$ cat src/pe_cfg.svh
`ifndef PE_CFG_SVH
`define PE_CFG_SVH

// Width of one real or imaginary component
`define PE_DATA_WIDTH 16

// Fixed point scaling of products
`define PE_FRAC_BITS 8

// Operand store entries
`define PE_DMEM_DEPTH 16

// Program store entries
`define PE_IMEM_DEPTH 16

// Address bits shared by both stores
`define PE_ADDR_WIDTH 4

`endif
$ cat src/pe_pkg.sv
`default_nettype none

`include "pe_cfg.svh"

package pe_pkg;

    ////////////////////
    // Data words

    // One component in two's complement
    typedef logic [`PE_DATA_WIDTH-1:0] component_t;
    // Real part on top, imaginary below
    typedef logic [2*`PE_DATA_WIDTH-1:0] cplx_t;
    typedef logic [`PE_ADDR_WIDTH-1:0] addr_t;
    // One extra bit so a full program length fits
    typedef logic [`PE_ADDR_WIDTH:0] pc_t;

    ////////////////////
    // Instruction format

    typedef enum logic [1:0] {
        op_add   = 2'b00,
        op_sub   = 2'b01,
        op_mul   = 2'b10,
        op_movpe = 2'b11
    } opcode_t;

    // Opcode, writeback flag, then three addresses
    localparam int inst_width = 3 + 3 * `PE_ADDR_WIDTH;
    typedef logic [inst_width-1:0] inst_t;

    // Field positions from the top down
    localparam int op_msb   = inst_width - 1;
    localparam int op_lsb   = inst_width - 2;
    localparam int wb_bit   = inst_width - 3;
    localparam int src0_msb = 3 * `PE_ADDR_WIDTH - 1;
    localparam int src0_lsb = 2 * `PE_ADDR_WIDTH;
    localparam int src1_msb = 2 * `PE_ADDR_WIDTH - 1;
    localparam int src1_lsb = `PE_ADDR_WIDTH;
    localparam int dst_msb  = `PE_ADDR_WIDTH - 1;
    localparam int dst_lsb  = 0;

    // Run sequencer
    typedef enum logic {seq_idle, seq_run} seq_state_t;

endpackage

`default_nettype wire

$ cat src/pe.sv
`default_nettype none

module pe (
    input  wire                clk,
    input  wire                reset,
    input  wire                din_v,
    input  wire pe_pkg::cplx_t din_ld,
    input  wire pe_pkg::cplx_t din_pe,
    input  wire                inst_v,
    input  wire pe_pkg::inst_t inst_in,
    input  wire                start,
    output wire pe_pkg::cplx_t dout_pe,
    output wire                dout_v,
    output wire                done
);
    import pe_pkg::*;

    // Fetch stage
    wire inst_t   fetch_inst;
    wire          issue_v;

    // Read stage
    wire addr_t   raddr0;
    wire addr_t   raddr1;
    wire cplx_t   rdata0;
    wire cplx_t   rdata1;
    wire opcode_t alu_op;
    wire          alu_op_v;

    // Writeback port
    wire          wr_en;
    wire addr_t   waddr;
    wire cplx_t   wdata;

    ////////////////////
    // Program store and sequencer

    inst_mem imem (
        .clk      (clk),
        .reset    (reset),
        .inst_v   (inst_v),
        .inst_in  (inst_in),
        .start    (start),
        .inst_out (fetch_inst),
        .issue_v  (issue_v),
        .done     (done)
    );

    ////////////////////
    // Operand store

    // Done rewinds the host load pointer
    data_mem dmem (
        .clk        (clk),
        .reset      (reset),
        .din_v      (din_v),
        .din_ld     (din_ld),
        .load_clear (done),
        .raddr0     (raddr0),
        .raddr1     (raddr1),
        .wr_en      (wr_en),
        .waddr      (waddr),
        .wdata      (wdata),
        .rdata0     (rdata0),
        .rdata1     (rdata1)
    );

    // Decoder and writeback select
    pe_control ctrl (
        .clk        (clk),
        .reset      (reset),
        .inst       (fetch_inst),
        .issue_v    (issue_v),
        .din_pe     (din_pe),
        .alu_result (dout_pe),
        .raddr0     (raddr0),
        .raddr1     (raddr1),
        .op         (alu_op),
        .op_v       (alu_op_v),
        .wr_en      (wr_en),
        .waddr      (waddr),
        .wdata      (wdata)
    );

    // Complex arithmetic
    complex_alu alu (
        .clk    (clk),
        .reset  (reset),
        .op     (alu_op),
        .op_v   (alu_op_v),
        .din_1  (rdata0),
        .din_2  (rdata1),
        .dout   (dout_pe),
        .dout_v (dout_v)
    );

endmodule

`default_nettype wire

$ cat src/complex_alu.sv
`default_nettype none

`include "pe_cfg.svh"

module complex_alu (
    input  wire                  clk,
    input  wire                  reset,
    input  wire pe_pkg::opcode_t op,
    input  wire                  op_v,
    input  wire pe_pkg::cplx_t   din_1,
    input  wire pe_pkg::cplx_t   din_2,
    output pe_pkg::cplx_t        dout,
    output logic                 dout_v
);
    import pe_pkg::*;

    localparam int dw = `PE_DATA_WIDTH;

    // Operand halves
    component_t a_re;
    component_t a_im;
    component_t b_re;
    component_t b_im;

    // Partial products at double width
    logic signed [2*dw-1:0] p_rr;
    logic signed [2*dw-1:0] p_ii;
    logic signed [2*dw-1:0] p_ri;
    logic signed [2*dw-1:0] p_ir;
    logic signed [2*dw-1:0] mul_re_full;
    logic signed [2*dw-1:0] mul_im_full;
    logic signed [2*dw-1:0] mul_re_shr;
    logic signed [2*dw-1:0] mul_im_shr;

    cplx_t result;
    logic  do_result;

    assign a_re = din_1[2*dw-1:dw];
    assign a_im = din_1[dw-1:0];
    assign b_re = din_2[2*dw-1:dw];
    assign b_im = din_2[dw-1:0];

    ////////////////////
    // Multiply path

    assign p_rr = $signed(a_re) * $signed(b_re);
    assign p_ii = $signed(a_im) * $signed(b_im);
    assign p_ri = $signed(a_re) * $signed(b_im);
    assign p_ir = $signed(a_im) * $signed(b_re);

    // Sums wrap at double width
    assign mul_re_full = p_rr - p_ii;
    assign mul_im_full = p_ri + p_ir;

    // Drop the fraction and keep the low component bits
    assign mul_re_shr = mul_re_full >>> `PE_FRAC_BITS;
    assign mul_im_shr = mul_im_full >>> `PE_FRAC_BITS;

    ////////////////////
    // Result select

    always_comb begin
        case (op)
            op_add:  result = {a_re + b_re, a_im + b_im};
            op_sub:  result = {a_re - b_re, a_im - b_im};
            op_mul:  result = {mul_re_shr[dw-1:0], mul_im_shr[dw-1:0]};
            // Move has no arithmetic result
            default: result = '0;
        endcase
    end

    assign do_result = op_v && (op != op_movpe);

    always_ff @(posedge clk) begin
        if (reset) begin
            dout_v <= 1'b0;
        end else begin
            dout_v <= do_result;
        end
    end

    // Output word held between results
    always_ff @(posedge clk) begin
        if (do_result) begin
            dout <= result;
        end
    end

    // Output strobe settles once reset is gone
    a_dout_v_known: assert property (@(posedge clk) disable iff (reset)
        !$isunknown(dout_v));

endmodule

`default_nettype wire

$ cat src/pe_control.sv
`default_nettype none

module pe_control (
    input  wire                clk,
    input  wire                reset,
    input  wire pe_pkg::inst_t inst,
    input  wire                issue_v,
    input  wire pe_pkg::cplx_t din_pe,
    input  wire pe_pkg::cplx_t alu_result,
    output pe_pkg::addr_t      raddr0,
    output pe_pkg::addr_t      raddr1,
    output pe_pkg::opcode_t    op,
    output logic               op_v,
    output logic               wr_en,
    output pe_pkg::addr_t      waddr,
    output pe_pkg::cplx_t      wdata
);
    import pe_pkg::*;

    // Decoded fields of the fetched word
    opcode_t dec_op;
    logic    dec_wb;
    logic    dec_move;
    addr_t   dec_dst;

    // Read stage, aligned with the operands
    addr_t   dst_rd;
    logic    wb_rd;
    logic    mv_rd;

    // Execute stage, aligned with the ALU result
    addr_t   dst_ex;
    logic    wb_ex;
    logic    mv_ex;

    ////////////////////
    // Decode

    assign dec_op   = opcode_t'(inst[op_msb:op_lsb]);
    assign dec_wb   = inst[wb_bit];
    assign dec_move = (dec_op == op_movpe);
    assign dec_dst  = inst[dst_msb:dst_lsb];

    // Read addresses go straight to the operand store
    assign raddr0 = inst[src0_msb:src0_lsb];
    assign raddr1 = inst[src1_msb:src1_lsb];

    ////////////////////
    // Pipe stages

    always_ff @(posedge clk) begin
        if (reset) begin
            op_v  <= 1'b0;
            wb_rd <= 1'b0;
            mv_rd <= 1'b0;
            wb_ex <= 1'b0;
            mv_ex <= 1'b0;
        end else begin
            op_v  <= issue_v;
            // Writeback flag only counts for arithmetic
            wb_rd <= issue_v && dec_wb && !dec_move;
            mv_rd <= issue_v && dec_move;
            wb_ex <= wb_rd;
            mv_ex <= mv_rd;
        end
    end

    // Opcode and destinations qualified by the flags above
    always_ff @(posedge clk) begin
        op     <= dec_op;
        dst_rd <= dec_dst;
        dst_ex <= dst_rd;
    end

    // Execute stage write select
    assign wr_en = wb_ex || mv_ex;
    assign waddr = dst_ex;
    assign wdata = mv_ex ? din_pe : alu_result;

endmodule

`default_nettype wire

$ cat src/data_mem.sv
`default_nettype none

`include "pe_cfg.svh"

module data_mem (
    input  wire                clk,
    input  wire                reset,
    input  wire                din_v,
    input  wire pe_pkg::cplx_t din_ld,
    input  wire                load_clear,
    input  wire pe_pkg::addr_t raddr0,
    input  wire pe_pkg::addr_t raddr1,
    input  wire                wr_en,
    input  wire pe_pkg::addr_t waddr,
    input  wire pe_pkg::cplx_t wdata,
    output pe_pkg::cplx_t      rdata0,
    output pe_pkg::cplx_t      rdata1
);
    import pe_pkg::*;

    // Complex operands
    cplx_t mem [`PE_DMEM_DEPTH];

    addr_t load_ptr;
    logic  host_we;

    // Single write port shared by host and writeback
    logic  mem_we;
    addr_t mem_waddr;
    cplx_t mem_wdata;

    // Writeback wins the port
    assign host_we = din_v && !wr_en && !load_clear;

    assign mem_we    = wr_en || host_we;
    assign mem_waddr = wr_en ? waddr : load_ptr;
    assign mem_wdata = wr_en ? wdata : din_ld;

    ////////////////////
    // Host load pointer

    always_ff @(posedge clk) begin
        if (reset || load_clear) begin
            load_ptr <= '0;
        end else if (host_we) begin
            load_ptr <= load_ptr + addr_t'(1);
        end
    end

    ////////////////////
    // Array access

    always_ff @(posedge clk) begin
        if (mem_we) begin
            mem[mem_waddr] <= mem_wdata;
        end
    end

    // Read before write on the same address
    always_ff @(posedge clk) begin
        rdata0 <= mem[raddr0];
        rdata1 <= mem[raddr1];
    end

    // Host loads stay out of a running program
    a_no_load_on_wb: assert property (@(posedge clk) disable iff (reset)
        !(din_v && wr_en));

endmodule

`default_nettype wire

$ cat src/inst_mem.sv
`default_nettype none

`include "pe_cfg.svh"

module inst_mem (
    input  wire                clk,
    input  wire                reset,
    input  wire                inst_v,
    input  wire pe_pkg::inst_t inst_in,
    input  wire                start,
    output pe_pkg::inst_t      inst_out,
    output logic               issue_v,
    output logic               done
);
    import pe_pkg::*;

    // Program words
    inst_t      prog [`PE_IMEM_DEPTH];

    pc_t        load_ptr;
    pc_t        prog_len;
    pc_t        pc;
    seq_state_t state;

    logic       load_ok;
    logic       last_issue;
    // Tail of the run after the last issue
    logic       drain_1;
    logic       drain_2;
    logic       idle;

    // Idle also waits out the drain and the done cycle
    assign idle = (state == seq_idle) && !drain_1 && !drain_2 && !done;

    assign load_ok = inst_v && idle && (load_ptr < pc_t'(`PE_IMEM_DEPTH));

    assign last_issue = (state == seq_run) && ((pc + pc_t'(1)) == prog_len);

    ////////////////////
    // Host program load

    always_ff @(posedge clk) begin
        if (reset || done) begin
            load_ptr <= '0;
        end else if (load_ok) begin
            load_ptr <= load_ptr + pc_t'(1);
        end
    end

    always_ff @(posedge clk) begin
        if (load_ok) begin
            prog[load_ptr[`PE_ADDR_WIDTH-1:0]] <= inst_in;
        end
    end

    ////////////////////
    // Run sequencer

    always_ff @(posedge clk) begin
        if (reset) begin
            state    <= seq_idle;
            pc       <= '0;
            prog_len <= '0;
        end else begin
            case (state)
                seq_idle: begin
                    // Empty program is ignored
                    if (start && idle && (load_ptr != '0)) begin
                        prog_len <= load_ptr;
                        pc       <= '0;
                        state    <= seq_run;
                    end
                end
                seq_run: begin
                    pc <= pc + pc_t'(1);
                    if (last_issue) begin
                        state <= seq_idle;
                    end
                end
                default: state <= seq_idle;
            endcase
        end
    end

    // Registered fetch of the issuing word
    always_ff @(posedge clk) begin
        inst_out <= prog[pc[`PE_ADDR_WIDTH-1:0]];
    end

    // Issue strobe and done two stages past the last fetch
    always_ff @(posedge clk) begin
        if (reset) begin
            issue_v <= 1'b0;
            drain_1 <= 1'b0;
            drain_2 <= 1'b0;
            done    <= 1'b0;
        end else begin
            issue_v <= (state == seq_run);
            drain_1 <= last_issue;
            drain_2 <= drain_1;
            done    <= drain_2;
        end
    end

    // Counter never runs past the latched length
    a_pc_in_range: assert property (@(posedge clk) disable iff (reset)
        (state == seq_run) |-> (pc < prog_len));

    // No restart while a program is issuing
    a_no_start_in_run: assert property (@(posedge clk) disable iff (reset)
        (state == seq_run) |-> !start);

endmodule

`default_nettype wire

$ cat config.mk
export PLATFORM = sky130hd
export DESIGN_NAME = pe
export DESIGN_NICKNAME = d
export VERILOG_FILES = /design/src/pe_pkg.sv /design/src/pe.sv /design/src/complex_alu.sv /design/src/pe_control.sv /design/src/data_mem.sv /design/src/inst_mem.sv
export VERILOG_INCLUDE_DIRS = /design/src /design/src/src
export SDC_FILE = /design/constraint.sdc
export NUM_CORES = 2
export LEC_CHECK = 0
export BUFFER_PORTS_ARGS = -buffer_cell sky130_fd_sc_hd__buf_2
export CAP_MARGIN = 20
export CORE_UTILIZATION = 55
export DETAILED_ROUTE_END_ITERATION = 6
export PLACE_DENSITY = 0.71
export SLEW_MARGIN = 20
export SYNTH_ARGS = -nofsm -noshare
export SYNTH_HDL_FRONTEND = slang
export SYNTH_SLANG_ARGS = --single-unit
$ cat constraint.sdc
create_clock -name clk -period 8.3 [get_ports clk]
set_clock_uncertainty 0.15 [all_clocks]
set_input_delay 0.415 -clock clk [delete_from_list [all_inputs] [get_ports clk]]
set_output_delay 0.415 -clock clk [all_outputs]
set_load 0.01 [all_outputs]
==> reports/summary.txt <==
# port buffers -> 117
syn avg cell area -> 13.0 sq um
Die H -> 357 microns
grt total ovfl -> 0
Final Routed Wirelength -> 188,000 microns
die area -> 128,000 sq um
largest net degree at the start of global routing -> 107
number of hold violations in the final report -> 0
Seq/Total Area, Yosys -> 0.373
Initial Util -> 0.554
Post-synth EDFFs -> 784
Final TNS setup -> 0 ps
Worst-Skew Late Latency -> 700 ps
RSZ-0062 raised after global routing -> no
Primary FF master, synth -> edfxtp_1
CTS Buf Count -> 89
DP Area -> 72,800 sq um
count of final max-slew check failures -> 0
Rel. slew slack -> 0.248
Synth warnings -> 0
Final period util -> 0.950
Final setup viols -> 0
initial drt markers -> 3,971
final net count -> 6,665
CP Capture Type -> flop
commonest cells after routing, fill and taps aside -> inv_1 (994), fa_1 (830), edfxtp_1 (784)
first drt pass iteration count -> 6
Required @ worst endpoint -> 8540 ps
commonest non-fill, non-tap cell in the layout -> inv_1
Hold WS -> 67.8 ps
Final Critical Period -> 7880 ps
Clock transition at path regs -> 70 ps
clk sinks -> 903
routed len/inst -> 26.1 microns
final instance area -> 76,000 sq um
Highest Clock Rate -> 127 MHz
WP data arrival -> 8120 ps
CTS root buf -> clkbuf_16
crit-path max FO -> 12
post-synthesis async set-or-reset flop share -> 0
run status -> finished clean
core area -> 125,000 sq um
Avg Vias per Cell -> 5.93
Max Root-Sink Buffers -> 3
HPWL after DPL -> 129,000 microns
row count -> 130
Mapped Cells -> 5,340
worst-margin pin slew -> 1120 ps
antenna-violating nets left -> 0
Post-CTS Setup Repair Bufs -> 0
syn_nets -> 6,551
r2r setup slk -> 420 ps
post-synthesis cell area -> 69,500 sq um
max_cap viols -> 0
CTS tree -> built
number of synthesized register bits -> 903
CP startpoint -> dmem.rdata1[16]$_DFF_P_
first-pass GRT wire length -> 286,000 microns
Hold WC Path Type -> in2reg
Critical R2R Launch -> dmem.rdata1[16]$_DFF_P_
initial antenna violation count -> 15
Hold Crit Start -> din_pe[7]
DRC Markers -> 0
layout cells sized above 1 -> 0.162
Layout area overhead -> 9.37%
Netlist cell types -> 66
worst r2r path cells -> 27
Hold Path Depth -> 4
Die W -> 357 microns
vias in the first global route -> 45.6k
H-Tree Depth -> 3
via count -> 42.6k
# IOs -> 118
crit start category -> flop
Overall Global Routing Usage -> 0.306
gpl congestion -> 0.945
Worst Setup Path Type -> reg2reg
-- per-layer routing --
| layer | track usage | wire length (microns) |
|---|---|---|
| met1 | 0.407 | 69900 |
| met2 | 0.496 | 91000 |
| met3 | 0.0620 | 18300 |
| met4 | 0.124 | 8560 |
| met5 | 0 | 66 |
-- path summary, 6_finish.rpt --
kind / endpoint
max: alu.dout[24]$_DFFE_PP_
min reg2reg: ctrl.dst_rd[1]$_DFF_P_
max reg2reg: alu.dout[24]$_DFFE_PP_
min: dmem.mem[1][7]$_DFFE_PP_
-- registers in the layout, indices dropped and copies added, names as in the netlist --
signal	count
dmem.rdata1	32
dmem.mem	512
dmem.rdata0	32
ctrl.waddr	4
imem.issue_v	1
imem.prog	240
dmem.load_ptr	4
alu.dout	32
imem.load_ptr	5
imem.state	1
ctrl.mv_ex	1
ctrl.dst_rd	4
imem.pc	5
imem.drain_2	1
ctrl.mv_rd	1
imem.prog_len	5
alu.dout_v	1
ctrl.wb_rd	1
imem.inst_out	15
ctrl.wb_ex	1
imem.drain_1	1
imem.done	1
ctrl.op	2
ctrl.op_v	1
-- cell type report --
class	count	area (sq um)
clock inverter	54	626
antenna	5	12.5
sequential	903	26000
tap	1650	2060
timing repair buffer	329	2400
inverter	995	3730
fill	9484	49400
multi-input combinational	3136	38800
clock buffer	112	2360
-- repair_timing --
item | 4_1_cts | 5_1_grt
endpoints found under the setup margin | 0 | 7
hold buffers | 19 | 0
resized for setup | 0 | 4
endpoints found under the hold margin | 258 | 0
-- synth_stat cells (all sizes together) (37+ instances only) --
| library cell | n | share of area |
|---|---|---|
| inv | 995 | 0.054 |
| fa | 830 | 0.24 |
| edfxtp | 784 | 0.34 |
| and2 | 495 | 0.045 |
| nand2 | 450 | 0.024 |
| mux4 | 395 | 0.13 |
| ha | 297 | 0.054 |
| clkbuf | 269 | 0.015 |
| xnor2 | 128 | 0.016 |
| dfxtp | 119 | 0.034 |
| nor2 | 97 | 0.0054 |
| xor2 | 63 | 0.0079 |
| o21ai | 57 | 0.0041 |
| a21oi | 44 | 0.0032 |
| mux2i | 40 | 0.0058 |
| buf | 37 | 0.0021 |
-- kinds of logic (layout without fill, tap and decap cells) --
group,after synthesis,count (layout),share of synthesized area
AO/OA/AOI/OAI,211,211,0.0191
buffers and inverters,1301,1490,0.0704
multiplexers,436,436,0.134
flip-flops,903,903,0.373
other,0,5,0
adder cells (fa/ha/maj),1127,1127,0.293
AND/OR/NAND/NOR,1170,1170,0.0859
XOR/XNOR,192,192,0.0245
-- critical path: stages (launching register included) --
cell and delay (ps):
dfxtp_1 690, buf_4 330, nand2_1 110, fa_1 560, inv_1 60, fa_1 520
inv_1 50, fa_1 470, inv_1 40, ha_1 270, inv_1 50, fa_1 500
inv_1 50, fa_1 520, inv_1 50, fa_1 470, inv_1 50, fa_1 430
ha_1 300, o21a_1 180, o21ai_0 230, a21oi_1 200, a21o_1 240, a21oi_1 230
o21bai_1 130, a21oi_1 190, xor2_1 380, o22ai_1 150
-- per-stage QoR --
step,setup slack (ps),utilization,instances
after global placement,304,0.580,6994
after global routing,34.3,0.606,7181
final,418,0.606,7184
after detailed placement,159,0.580,6994
after floorplan,924,-,5340
after CTS,177,0.605,7179
Power is left out: the tool's default activity adds up to more than one toggle a clock period on the data nets, which glitch-free logic cannot reach.
